<file path="src/hdl/pixgen_settings.svh">
`ifndef PIXGEN_SETTINGS_SVH
`define PIXGEN_SETTINGS_SVH

// tile geometry in pixels
`define PIXGEN_TILE_W 24
`define PIXGEN_TILE_H 24

// raster counter widths, must cover tile size
`define PIXGEN_X_W 5
`define PIXGEN_Y_W 5

// register file depth, addresses alias above this
`define PIXGEN_REG_COUNT 8

// bus widths
`define PIXGEN_AXIL_ADDR_W 8
`define PIXGEN_DATA_W 32

`endif

</file>
<file path="src/hdl/pixgen_pkg.sv">
`include "pixgen_settings.svh"

package pixgen_pkg;

    // write side tracks address and data separately
    typedef enum logic [2:0] {
        wr_idle,
        wr_wait_data,
        wr_wait_addr,
        wr_write,
        wr_resp
    } axil_wr_state_e;

    // read side has one fetch cycle before data is shown
    typedef enum logic [1:0] {
        rd_idle,
        rd_fetch,
        rd_present
    } axil_rd_state_e;

    // decode never misses, so OKAY is the only response
    typedef enum logic [1:0] {
        axil_okay = 2'b00
    } axil_resp_e;

    // controls published by the register file
    typedef struct packed {
        logic run;
    } pixgen_ctrl_t;

    // one raster position with frame markers
    typedef struct packed {
        logic [`PIXGEN_X_W-1:0] x;
        logic [`PIXGEN_Y_W-1:0] y;
        logic                   sof;
        logic                   eol;
    } raster_pix_t;

    // shaded pixel, markers travel alongside
    typedef struct packed {
        logic [7:0] gray;
        logic       sof;
        logic       eol;
    } gray_pix_t;

endpackage

</file>
<file path="src/hdl/axil_regfile.sv">
`timescale 1ns/1ns
`include "pixgen_settings.svh"

module axil_regfile (
    input  logic                            out_stream_aclk,
    input  logic                            periph_resetn,

    input  logic [`PIXGEN_AXIL_ADDR_W-1:0]  s_axi_lite_awaddr,
    input  logic                            s_axi_lite_awvalid,
    output logic                            s_axi_lite_awready,

    input  logic [`PIXGEN_DATA_W-1:0]       s_axi_lite_wdata,
    input  logic                            s_axi_lite_wvalid,
    output logic                            s_axi_lite_wready,

    output logic                            s_axi_lite_bvalid,
    output pixgen_pkg::axil_resp_e          s_axi_lite_bresp,
    input  logic                            s_axi_lite_bready,

    input  logic [`PIXGEN_AXIL_ADDR_W-1:0]  s_axi_lite_araddr,
    input  logic                            s_axi_lite_arvalid,
    output logic                            s_axi_lite_arready,

    output logic                            s_axi_lite_rvalid,
    output logic [`PIXGEN_DATA_W-1:0]       s_axi_lite_rdata,
    output pixgen_pkg::axil_resp_e          s_axi_lite_rresp,
    input  logic                            s_axi_lite_rready,

    output pixgen_pkg::pixgen_ctrl_t        ctrl
);

    import pixgen_pkg::*;

    // word index taken from addr[4:2]
    localparam int idx_w = $clog2(`PIXGEN_REG_COUNT);

    logic [`PIXGEN_DATA_W-1:0] regs [`PIXGEN_REG_COUNT];
    logic [idx_w-1:0]          wr_idx;
    logic [idx_w-1:0]          rd_idx;
    logic [`PIXGEN_DATA_W-1:0] wr_data;
    axil_wr_state_e            wr_state;
    axil_rd_state_e            rd_state;
    logic                      aw_fire;
    logic                      w_fire;
    logic                      ar_fire;

    assign aw_fire = s_axi_lite_awvalid && s_axi_lite_awready;
    assign w_fire  = s_axi_lite_wvalid && s_axi_lite_wready;
    assign ar_fire = s_axi_lite_arvalid && s_axi_lite_arready;

    // write FSM, address and data in any order
    always_ff @(posedge out_stream_aclk) begin
        if (!periph_resetn) begin
            wr_state <= wr_idle;
        end else begin
            case (wr_state)
                wr_idle: begin
                    // both together skip straight to the write
                    case ({aw_fire, w_fire})
                        2'b11:   wr_state <= wr_write;
                        2'b10:   wr_state <= wr_wait_data;
                        2'b01:   wr_state <= wr_wait_addr;
                        default: wr_state <= wr_idle;
                    endcase
                end
                wr_wait_data: begin
                    if (w_fire) begin
                        wr_state <= wr_write;
                    end
                end
                wr_wait_addr: begin
                    if (aw_fire) begin
                        wr_state <= wr_write;
                    end
                end
                wr_write: begin
                    wr_state <= wr_resp;
                end
                wr_resp: begin
                    // response held until host takes it
                    if (s_axi_lite_bready) begin
                        wr_state <= wr_idle;
                    end
                end
                default: begin
                    wr_state <= wr_idle;
                end
            endcase
        end
    end

    // capture whichever half arrives
    always_ff @(posedge out_stream_aclk) begin
        if (aw_fire) begin
            wr_idx <= s_axi_lite_awaddr[2 +: idx_w];
        end
        if (w_fire) begin
            wr_data <= s_axi_lite_wdata;
        end
    end

    // register array, cleared on reset
    always_ff @(posedge out_stream_aclk) begin
        if (!periph_resetn) begin
            regs <= '{default: '0};
        end else if (wr_state == wr_write) begin
            regs[wr_idx] <= wr_data;
        end
    end

    assign s_axi_lite_awready = (wr_state == wr_idle) || (wr_state == wr_wait_addr);
    assign s_axi_lite_wready  = (wr_state == wr_idle) || (wr_state == wr_wait_data);
    assign s_axi_lite_bvalid  = (wr_state == wr_resp);
    assign s_axi_lite_bresp   = axil_okay;

    // read FSM, idle -> fetch -> present
    always_ff @(posedge out_stream_aclk) begin
        if (!periph_resetn) begin
            rd_state <= rd_idle;
        end else begin
            case (rd_state)
                rd_idle: begin
                    if (ar_fire) begin
                        rd_state <= rd_fetch;
                    end
                end
                rd_fetch: begin
                    rd_state <= rd_present;
                end
                rd_present: begin
                    if (s_axi_lite_rready) begin
                        rd_state <= rd_idle;
                    end
                end
                default: begin
                    rd_state <= rd_idle;
                end
            endcase
        end
    end

    // data latched once in fetch so it stays put while presented
    always_ff @(posedge out_stream_aclk) begin
        if (ar_fire) begin
            rd_idx <= s_axi_lite_araddr[2 +: idx_w];
        end
        if (rd_state == rd_fetch) begin
            s_axi_lite_rdata <= regs[rd_idx];
        end
    end

    assign s_axi_lite_arready = (rd_state == rd_idle);
    assign s_axi_lite_rvalid  = (rd_state == rd_present);
    assign s_axi_lite_rresp   = axil_okay;

    // run bit lives in reg 0 bit 0
    assign ctrl.run = regs[0][0];

endmodule

</file>
<file path="src/hdl/gradient_shader.sv">
`timescale 1ns/1ns
`include "pixgen_settings.svh"

module gradient_shader (
    input  logic                     out_stream_aclk,
    input  logic                     periph_resetn,
    input  pixgen_pkg::raster_pix_t  pos,
    input  logic                     pos_valid,
    input  logic                     advance,
    output pixgen_pkg::gray_pix_t    pix,
    output logic                     pix_valid
);

    // fp16 per row, white at row 0 down to black at last row
    // steps of 0x24 in the low bits, last row is exact zero
    localparam logic [15:0] grad_table [`PIXGEN_TILE_H] = '{
        16'h3c00, 16'h3bdc, 16'h3bb8, 16'h3b94, 16'h3b70, 16'h3b4c,
        16'h3b28, 16'h3b04, 16'h3ae0, 16'h3abc, 16'h3a98, 16'h3a74,
        16'h3a50, 16'h3a2c, 16'h3a08, 16'h39e4, 16'h39c0, 16'h399c,
        16'h3978, 16'h3954, 16'h3930, 16'h390c, 16'h38e8, 16'h0000
    };

    logic [7:0] gray_next;

    // value * 255, truncated; hidden bit restored, bias 15 and 10 fraction bits
    function automatic logic [7:0] fp16_to_gray(input logic [15:0] h);
        logic [4:0]  expo;
        logic [18:0] prod;
        logic [18:0] shifted;
        expo    = h[14:10];
        prod    = {8'd0, 1'b1, h[9:0]} * 19'd255;
        shifted = '0;
        if (h[15] || (expo == 5'd0)) begin
            // negatives, zero and subnormals all land below one gray step
            fp16_to_gray = 8'd0;
        end else if (expo >= 5'd15) begin
            // 1.0 and above saturate
            fp16_to_gray = 8'hff;
        end else begin
            shifted      = prod >> (5'd25 - expo);
            fp16_to_gray = shifted[7:0];
        end
    endfunction

    assign gray_next = fp16_to_gray(grad_table[pos.y]);

    // pipeline register, moves only on advance
    always_ff @(posedge out_stream_aclk) begin
        if (advance) begin
            pix.gray <= gray_next;
            pix.sof  <= pos.sof;
            pix.eol  <= pos.eol;
        end
    end

    always_ff @(posedge out_stream_aclk) begin
        if (!periph_resetn) begin
            pix_valid <= 1'b0;
        end else if (advance) begin
            pix_valid <= pos_valid;
        end
    end

endmodule

</file>
<file path="src/hdl/pixel_generator.sv">
`timescale 1ns/1ns
`include "pixgen_settings.svh"

module pixel_generator (
    input  logic                            out_stream_aclk,
    input  logic                            periph_resetn,

    // stream out
    output logic [`PIXGEN_DATA_W-1:0]       out_stream_tdata,
    output logic [`PIXGEN_DATA_W/8-1:0]     out_stream_tkeep,
    output logic                            out_stream_tlast,
    input  logic                            out_stream_tready,
    output logic                            out_stream_tvalid,
    output logic [0:0]                      out_stream_tuser,

    // register slave
    input  logic [`PIXGEN_AXIL_ADDR_W-1:0]  s_axi_lite_araddr,
    output logic                            s_axi_lite_arready,
    input  logic                            s_axi_lite_arvalid,
    input  logic [`PIXGEN_AXIL_ADDR_W-1:0]  s_axi_lite_awaddr,
    output logic                            s_axi_lite_awready,
    input  logic                            s_axi_lite_awvalid,
    input  logic                            s_axi_lite_bready,
    output logic [1:0]                      s_axi_lite_bresp,
    output logic                            s_axi_lite_bvalid,
    output logic [`PIXGEN_DATA_W-1:0]       s_axi_lite_rdata,
    input  logic                            s_axi_lite_rready,
    output logic [1:0]                      s_axi_lite_rresp,
    output logic                            s_axi_lite_rvalid,
    input  logic [`PIXGEN_DATA_W-1:0]       s_axi_lite_wdata,
    output logic                            s_axi_lite_wready,
    input  logic                            s_axi_lite_wvalid
);

    import pixgen_pkg::*;

    pixgen_ctrl_t ctrl;
    raster_pix_t  pos;
    logic         pos_valid;
    gray_pix_t    pix;
    logic         pix_valid;
    // shared stall, from the packer back to every stage
    logic         advance;

    axil_regfile regs0 (
        .out_stream_aclk    (out_stream_aclk),
        .periph_resetn      (periph_resetn),
        .s_axi_lite_awaddr  (s_axi_lite_awaddr),
        .s_axi_lite_awvalid (s_axi_lite_awvalid),
        .s_axi_lite_awready (s_axi_lite_awready),
        .s_axi_lite_wdata   (s_axi_lite_wdata),
        .s_axi_lite_wvalid  (s_axi_lite_wvalid),
        .s_axi_lite_wready  (s_axi_lite_wready),
        .s_axi_lite_bvalid  (s_axi_lite_bvalid),
        .s_axi_lite_bresp   (s_axi_lite_bresp),
        .s_axi_lite_bready  (s_axi_lite_bready),
        .s_axi_lite_araddr  (s_axi_lite_araddr),
        .s_axi_lite_arvalid (s_axi_lite_arvalid),
        .s_axi_lite_arready (s_axi_lite_arready),
        .s_axi_lite_rvalid  (s_axi_lite_rvalid),
        .s_axi_lite_rdata   (s_axi_lite_rdata),
        .s_axi_lite_rresp   (s_axi_lite_rresp),
        .s_axi_lite_rready  (s_axi_lite_rready),
        .ctrl               (ctrl)
    );

    tile_raster raster0 (
        .out_stream_aclk (out_stream_aclk),
        .periph_resetn   (periph_resetn),
        .ctrl            (ctrl),
        .advance         (advance),
        .pos             (pos),
        .pos_valid       (pos_valid)
    );

    gradient_shader shader0 (
        .out_stream_aclk (out_stream_aclk),
        .periph_resetn   (periph_resetn),
        .pos             (pos),
        .pos_valid       (pos_valid),
        .advance         (advance),
        .pix             (pix),
        .pix_valid       (pix_valid)
    );

    pixel_packer packer0 (
        .out_stream_aclk   (out_stream_aclk),
        .periph_resetn     (periph_resetn),
        .pix               (pix),
        .pix_valid         (pix_valid),
        .advance           (advance),
        .out_stream_tdata  (out_stream_tdata),
        .out_stream_tkeep  (out_stream_tkeep),
        .out_stream_tlast  (out_stream_tlast),
        .out_stream_tready (out_stream_tready),
        .out_stream_tvalid (out_stream_tvalid),
        .out_stream_tuser  (out_stream_tuser)
    );

endmodule

</file>
<file path="src/hdl/pixel_packer.sv">
`timescale 1ns/1ns
`include "pixgen_settings.svh"

module pixel_packer (
    input  logic                          out_stream_aclk,
    input  logic                          periph_resetn,
    input  pixgen_pkg::gray_pix_t         pix,
    input  logic                          pix_valid,
    output logic                          advance,
    output logic [`PIXGEN_DATA_W-1:0]     out_stream_tdata,
    output logic [`PIXGEN_DATA_W/8-1:0]   out_stream_tkeep,
    output logic                          out_stream_tlast,
    input  logic                          out_stream_tready,
    output logic                          out_stream_tvalid,
    output logic [0:0]                    out_stream_tuser
);

    // whole pipe moves when the output slot is free or being taken
    assign advance = !out_stream_tvalid || out_stream_tready;

    // every byte lane always valid
    assign out_stream_tkeep = '1;

    always_ff @(posedge out_stream_aclk) begin
        if (!periph_resetn) begin
            out_stream_tvalid <= 1'b0;
        end else if (advance) begin
            out_stream_tvalid <= pix_valid;
        end
    end

    // beat payload
    // top byte zero, gray copied to r, g and b
    always_ff @(posedge out_stream_aclk) begin
        if (advance) begin
            out_stream_tdata    <= {8'h00, pix.gray, pix.gray, pix.gray};
            // end of row
            out_stream_tlast    <= pix.eol;
            // start of frame
            out_stream_tuser[0] <= pix.sof;
        end
    end

endmodule

</file>
<file path="src/hdl/tile_raster.sv">
`timescale 1ns/1ns
`include "pixgen_settings.svh"

module tile_raster (
    input  logic                       out_stream_aclk,
    input  logic                       periph_resetn,
    input  pixgen_pkg::pixgen_ctrl_t   ctrl,
    input  logic                       advance,
    output pixgen_pkg::raster_pix_t    pos,
    output logic                       pos_valid
);

    localparam logic [`PIXGEN_X_W-1:0] x_last = `PIXGEN_X_W'(`PIXGEN_TILE_W - 1);
    localparam logic [`PIXGEN_Y_W-1:0] y_last = `PIXGEN_Y_W'(`PIXGEN_TILE_H - 1);

    logic [`PIXGEN_X_W-1:0] x;
    logic [`PIXGEN_Y_W-1:0] y;
    logic                   row_end;
    logic                   frame_end;

    assign row_end   = (x == x_last);
    assign frame_end = row_end && (y == y_last);

    // x fastest, y carries on row end
    always_ff @(posedge out_stream_aclk) begin
        if (!periph_resetn) begin
            x         <= '0;
            y         <= '0;
            pos_valid <= 1'b0;
        end else if (advance) begin
            if (pos_valid && !frame_end) begin
                // mid frame keeps going even if run drops
                if (row_end) begin
                    x <= '0;
                    y <= y + 1'b1;
                end else begin
                    x <= x + 1'b1;
                end
            end else begin
                // frame boundary or idle, new frame only while run set
                x         <= '0;
                y         <= '0;
                pos_valid <= ctrl.run;
            end
        end
    end

    // markers come straight from the counters
    always_comb begin
        pos.x   = x;
        pos.y   = y;
        pos.sof = (x == '0) && (y == '0);
        pos.eol = row_end;
    end

endmodule

</file>
<file path="config.mk">
export PLATFORM = sky130hd
export DESIGN_NAME = pixel_generator
export DESIGN_NICKNAME = d
export VERILOG_FILES = /design/src/hdl/pixgen_pkg.sv /design/src/hdl/axil_regfile.sv /design/src/hdl/gradient_shader.sv /design/src/hdl/pixel_generator.sv /design/src/hdl/pixel_packer.sv /design/src/hdl/tile_raster.sv
export VERILOG_INCLUDE_DIRS = /design/src /design/src/hdl
export SDC_FILE = /design/constraint.sdc
export NUM_CORES = 1
export LEC_CHECK = 0
export BUFFER_PORTS_ARGS = -buffer_cell sky130_fd_sc_hd__buf_2
export CORE_MARGIN = 5
export CORE_UTILIZATION = 40
export DETAILED_ROUTE_END_ITERATION = 10
export PLACE_DENSITY_LB_ADDON = 0.05
export SLEW_MARGIN = 20
export SYNTH_ARGS = -nofsm -noshare
export SYNTH_HDL_FRONTEND = slang
export SYNTH_HIERARCHICAL = 1
export SYNTH_SLANG_ARGS = --single-unit
</file>
<file path="constraint.sdc">
create_clock -name out_stream_aclk -period 6.02 [get_ports out_stream_aclk]
set_input_delay 1.505 -clock out_stream_aclk [delete_from_list [all_inputs] [get_ports out_stream_aclk]]
set_output_delay 1.505 -clock out_stream_aclk [all_outputs]
set_load 0.05 [all_outputs]
</file>
# Word level (Yosys, flattened, before mapping)

Memory sizes are Yosys's and may differ from the RTL's.
Index checks and enable logic that the tools add are counted.

Register bits after elaboration: 380
Memory bits (read-only): 512
Input bits: 56
Output and inout port bits: 80
Logic and storage cells: 100
Memories: 1

$add $sub $neg: 3
$mul: 1
$lt $le $gt $ge: 5
Eq/ne operators: 17
Shifts and indexed selects: 1
Muxes and demuxes: 21
Bitwise gates (word level): 4
Reduce and logical (&&, ||, !) cells: 22

Memory list:

| name             | depth | width | read ports | clocked after Yosys merged registers in | write ports | RTL line              | text |
|---|---|---|---|---|---|---|---|
| (name not given) | 32    | 16    | 1          | 0                                       | 0           | gradient_shader.sv:45 | `assign gray_next = fp16_to_gray(grad_table[pos.y]);` |

Operators by type and width:

| operator              | number |
|---|---|
| $bwmux 256            | 1 |
| $bmux 32 s3           | 1 |
| $demux 32 s3          | 1 |
| $mux 32               | 3 |
| $mux 16               | 2 |
| $mux 5                | 4 |
| $mul 11x8->19 const B | 1 |
| $shr 19x5->8          | 1 |
| $logic_not 5->1       | 3 |
| $pmux 3 s5            | 1 |
| $pmux 2 s3            | 2 |
| $add 5x1->5 const B   | 2 |
| $eq 5x5->1 const B    | 2 |
| $mux 3                | 3 |
| $ge 4x4->1 const B    | 2 |
| $mux 8                | 1 |
| $not 3->4             | 2 |
| $logic_and 1x1->1     | 7 |
| $eq 2x2->1 const B    | 3 |
| $eq 3x2->1 const B    | 2 |
| $ge 6x6->1 const B    | 1 |
| $ne 2x1->1 const B    | 3 |
| $ne 2x2->1 const B    | 3 |
| $not 5->6             | 1 |
| other kinds (14)      | 22 |

# Depth between registers and ports, before layout

Depth in word-level cells: 7
Mapped depth: 23
Depth with buffers taken out: 23

# Hierarchy

Netlist, hierarchy kept.

By module, submodules not included:

| module          | instances | cells an instance | area an instance (sq um) |
|---|---|---|---|
| axil_regfile    | 1         | 1097              | 13629.3 |
| gradient_shader | 1         | 233               | 2240.9 |
| tile_raster     | 1         | 73                | 646.9 |
| pixel_packer    | 1         | 44                | 566.8 |

# Least setup slack after synthesis

OpenSTA, ideal clock, no wires.

Path type: register to register
From: register raster0.y[0]
To: register shader0/pix[9] (netlist name)
Data arrival time: 5226 ps
Slack: 538 ps
Cell stages (with the launch flop): 21
Cells stage by stage: dfxtp_1 > inv_1 > ha_1 > and2b_2 > a21oi_1 > o21ai_0 > inv_1 > fa_1 > inv_1 > fa_1 > fa_1 > inv_1 > fa_1 > inv_1 > ha_1 > o21a_1 > a21oi_2 > a31oi_4 > o21ai_1 > nand4b_1 > o211a_1

Word-level cells in the longest chain between the ends: 7
Elaborated cells between the ends (all ways): 11

RTL lines:

| item                                                | RTL line                                     | text |
|---|---|---|
| start, declared                                     | tile_raster.sv:17                            | `` logic [`PIXGEN_Y_W-1:0] y; `` |
| start signal, assigned                              | tile_raster.sv:35                            | `y <= y + 1'b1;` |
| $not 5->6 (implied by the code) *                   | gradient_shader.sv:45                        |  |
| $mem_v2 32x16 *                                     | -                                            |  |
| $mux 16 (implied by the code) * (2 in a row)        | gradient_shader.sv:45                        |  |
| $mul 11x8->19 / $sub 5x5->5 (equally long branches) | gradient_shader.sv:31, gradient_shader.sv:40 |  |
| $shr 19x5->8                                        | gradient_shader.sv:40                        | `shifted = prod >> (5'd25 - expo);` |
| $mux 8                                              | gradient_shader.sv:36                        | `end else if (expo >= 5'd15) begin` |

Mark *: on every way between the ends. The rest lies on a longest branch, timed or not. The select of a mux whose other input is x is not followed.
A chain may end at the register's enable or synchronous reset.

# Worst setup path after layout

From: register raster0.y[0]
To: register shader0/pix[9] (netlist name)

Word-level cells in the longest chain between the ends: 7
Elaborated cells between the ends (all ways): 11

RTL lines:

| item                                                | RTL line |
|---|---|
| $not 5->6 (implied by the code) *                   | gradient_shader.sv:45 |
| $mem_v2 32x16 *                                     | - |
| $mux 16 (implied by the code) * (2 in a row)        | gradient_shader.sv:45 |
| $mul 11x8->19 / $sub 5x5->5 (equally long branches) | gradient_shader.sv:31, gradient_shader.sv:40 |
| $shr 19x5->8                                        | gradient_shader.sv:40 |
| $mux 8                                              | gradient_shader.sv:36 |

Marks and branches as above.

==> results by group <==
Outcome
  • Status: completed

Routing
  • DR vias: 10.4k
  • Top Layer Used: met4
  • Total wire length: 37900 um
  • Avg Vias per Cell: 4.98
  • Wire length on met2: 17600 um
  • Number of routed nets with antenna violations: 0
  • Drt initial violations: between 500 and 600
  • Met3 WL post-DR: 1310 um
  • DR pass1 iterations: 4
  • Routed len/inst: 18.2 um
  • DRC viols: 0
  • Met1 Routed Length: 18200 um

Timing
  • Period utilization: 92.4%
  • Slew margin rel.: ~27%
  • Worst Skew: 7.00 ps
  • Pins Over Slew Limit: 0
  • Endpoints failing setup: 0
  • Slew @ Worst Pin: roughly 1100 ps
  • Final worst path period need: 5570 ps
  • Final hold vios: 0
  • Setup tns final: 0 ps
  • Fmax: 180 MHz
  • RSZ-0062 raised after global routing: no

Setup path
  • Critical Path Start: raster0/y[0]
  • CP endpoint kind: flip-flop
  • Reg2reg end: shader0/pix[9]
  • Worst R2R Setup Slack: 450 ps
  • Launch instance of the worst register-to-register path: raster0/y[0]
  • CP max FO: 5
  • Critical path arrival: 5870 ps
  • R2R depth: 20
  • CP required: 6330 ps
  • Critical Path Source Type: flip-flop
  • Worst setup path end: shader0/pix[9]
  • Worst Setup Path Type: reg -> reg

Pwr
  • Leak pwr: between 0.008 and 0.009 uW
  • Psw: between 1500 and 2000 uW
  • Sequential Power Share: 41.8%
  • Design internal power: 4470 uW
  • VDD IR max: 194 uV
  • Total power: roughly 6200 uW
  • Switching part of the total: between 20% and 30%
  • PD cells: 326 nW/um^2
  • Combinational share of power: about a fifth
  • Clock power share: 39.5%

Global routing
  • Total gr overflow: 0
  • Pin count of the biggest net entering global routing: 111
  • First-pass GRT wire length: just over 60000 um
  • GRT Total Usage: about 16%
  • Vias in the first global route: around 11k
  • Number of antenna violations at the first check in global routing: 0

Die
  • Rows: 75
  • # IOs: 136
  • Starting Density: about two fifths
  • Core ar.: 42100 um^2
  • DIE WIDTH: 217 um
  • Die area: 46900 um^2
  • Chip Height: 217 um

CTS
  • Sink Count: between 300 and 400
  • Worst-path clk slew: 60 ps
  • CTS tree: yes
  • Clk buf depth: 3
  • Root Driver: clkbuf_16
  • H-tree Lvls: 2
  • CTS buffer count: 43
  • Skew-Pair Late Insertion Delay: 550 ps

Synth
  • Share of the synthesized area in the top cell type: 32.1%
  • Sequential area share after synthesis: a little under half
  • Post-synth EDFFs: 90
  • Warnings, synthesis: 6
  • Synth Register Bits: 364
  • Ranking of synthesized cells by area: dfxtp_1, edfxtp_1, mux2i_1, nand2_1, mux4_2
  • Mapped Area: ~17000 um^2
  • Most numerous cell in the Yosys netlist: nand2_1
  • Area leader, netlist: dfxtp_1
  • Mapped Cells: 1447
  • Async set or reset register ratio after synthesis: 0%
  • Mean area per synthesized cell: approximately 12 um^2
  • Synth cell types: 74
  • Top_reg_cell synth: dfxtp_1
  • Leading cell types by count after synthesis: nand2_1, dfxtp_1, mux2i_1

Final layout
  • Final #Nets: 1637
  • Share of layout cells above drive strength 1: 18.9%
  • Filler cell count: 3912
  • Antenna cells: 0
  • Post-Layout Cell Count: between 2k and 2.5k
  • P&R area growth vs syn: 11.9%
  • Area of the multi-input gates: between 7000 and 8000 um^2
  • FF/Latch Area: 8190 um^2

Worst hold path
  • Hold path start: shader0/pix[7]
  • Hold WC Path Type: reg -> reg
  • Worst hold path depth: 0

Placed design
  • Hpwl dp: 21900 um
  • Placed cell count: about 2k
  • GPL Wtd Cong: 0.801
  • I/O Buffers: 109

Run
  • Max_cap viols: 0
## power by group through the flow
stage	registers (uW)	logic (uW)	clock network [uW]
after floorplan	2700	899	0
after global placement	2660	1180	0
after detailed placement	2660	1170	0
after CTS	2610	1190	2560
after global routing	2610	1340	2670
final	2610	1170	2470
## cell type report
type                    instances  share of cell area [%]
repair buffers                127                    3.74
multi-input cells             914                    41.8
inverters                      61                    1.20
flip-flops and latches        364                    42.8
clock inverters                16                   0.687
clock buffers                  61                    6.25
well taps                     539                    3.53
## state kept, by name (all words and copies together) (netlist names)
signal                     cells
raster0/x                      5
regs0/wr_state                 3
shader0/pix_valid              1
packer0/out_stream_tlast       1
regs0/wr_idx                   3
regs0/ctrl                     1
packer0/out_stream_tdata       8
regs0/rd_state                 2
packer0/out_stream_tuser       1
regs0/wr_data                 32
raster0/pos_valid              1
regs0/s_axi_lite_rdata        32
regs0/rd_idx                   3
packer0/out_stream_tvalid      1
raster0/y                      5
shader0/pix                   10
regs0/regs                   255
## cells by family after synthesis
logic type	synth area share, %
DFF	47.9
other	0.0659
AOI/OAI and AO/OA	2.78
xor gates and xnor gates	0.769
adders and majority gates	6.23
and+or+nand+nor	9.75
buffers and inverters	5.90
muxes	26.6
## worst min-delay path by stage
stage / to / slack (ps)
floorplan: packer0/out_stream_tdata[15] / 400
global placement: packer0/out_stream_tdata[20] / 400
detailed placement: packer0/out_stream_tdata[20] / 400
CTS: packer0/out_stream_tdata[20] / 420
global route: packer0/out_stream_tdata[21] / 430
finish: packer0/out_stream_tdata[21] / 420
## critical path, cell delays in order (launching register included)
cell      delay, ps
dfxtp_1         390
inv_1           110
ha_1            390
nand2_1          90
o21ai_0          90
o21ai_2         260
inv_1           170
fa_1            590
inv_1            70
fa_1            460
fa_1            540
inv_1            50
fa_1            530
inv_1            40
ha_1            340
a211o_1         310
a21oi_2         180
a31oi_4         140
o21ai_1         300
nand4b_1        140
o211a_1         130
## metrics by stage
| stage | hold WS, ps | util, % | setup WS [ps] | cell area [um^2] |
|---|---|---|---|---|
| after floorplan | 400 | - | 538 | 17100 |
| after global placement | 401 | 42.2 | 315 | 17800 |
| after detailed placement | 405 | 42.2 | 256 | 17800 |
| after CTS | 417 | 45.4 | 224 | 19100 |
| after global routing | 432 | 45.4 | 51.5 | 19100 |
| final | 416 | 45.4 | 455 | 19100 |
## timing repair
action	CTS	global route
hold buffers	0	0
resized for setup	0	1
setup buffers	0	0
setup endpoints to repair	0	4
## per-layer routing
| metal | vias up | track usage [%] |
|---|---|---|
| met5 | - | 0 |
| met4 | 0 | 4.39 |
| met3 | 43 | 2.76 |
| met2 | 151 | 26.0 |
| met1 | 5059 | 22.7 |
| li1 | 5120 | - |
## layout by cell type (no fill, tap or decap), drive strengths merged, types with 8 or more instances in the layout
cell and n:
nand2 318, dfxtp 274, mux2i 260, buf 126, edfxtp 90, mux4 64, clkbuf 62, inv 61
ha 45, mux2 34, fa 25, a21oi 20, conb 16, o21ai 16, nor2 14, clkinv 13
nand3 10, xor2 8
(Power assumes the default switching activity.)
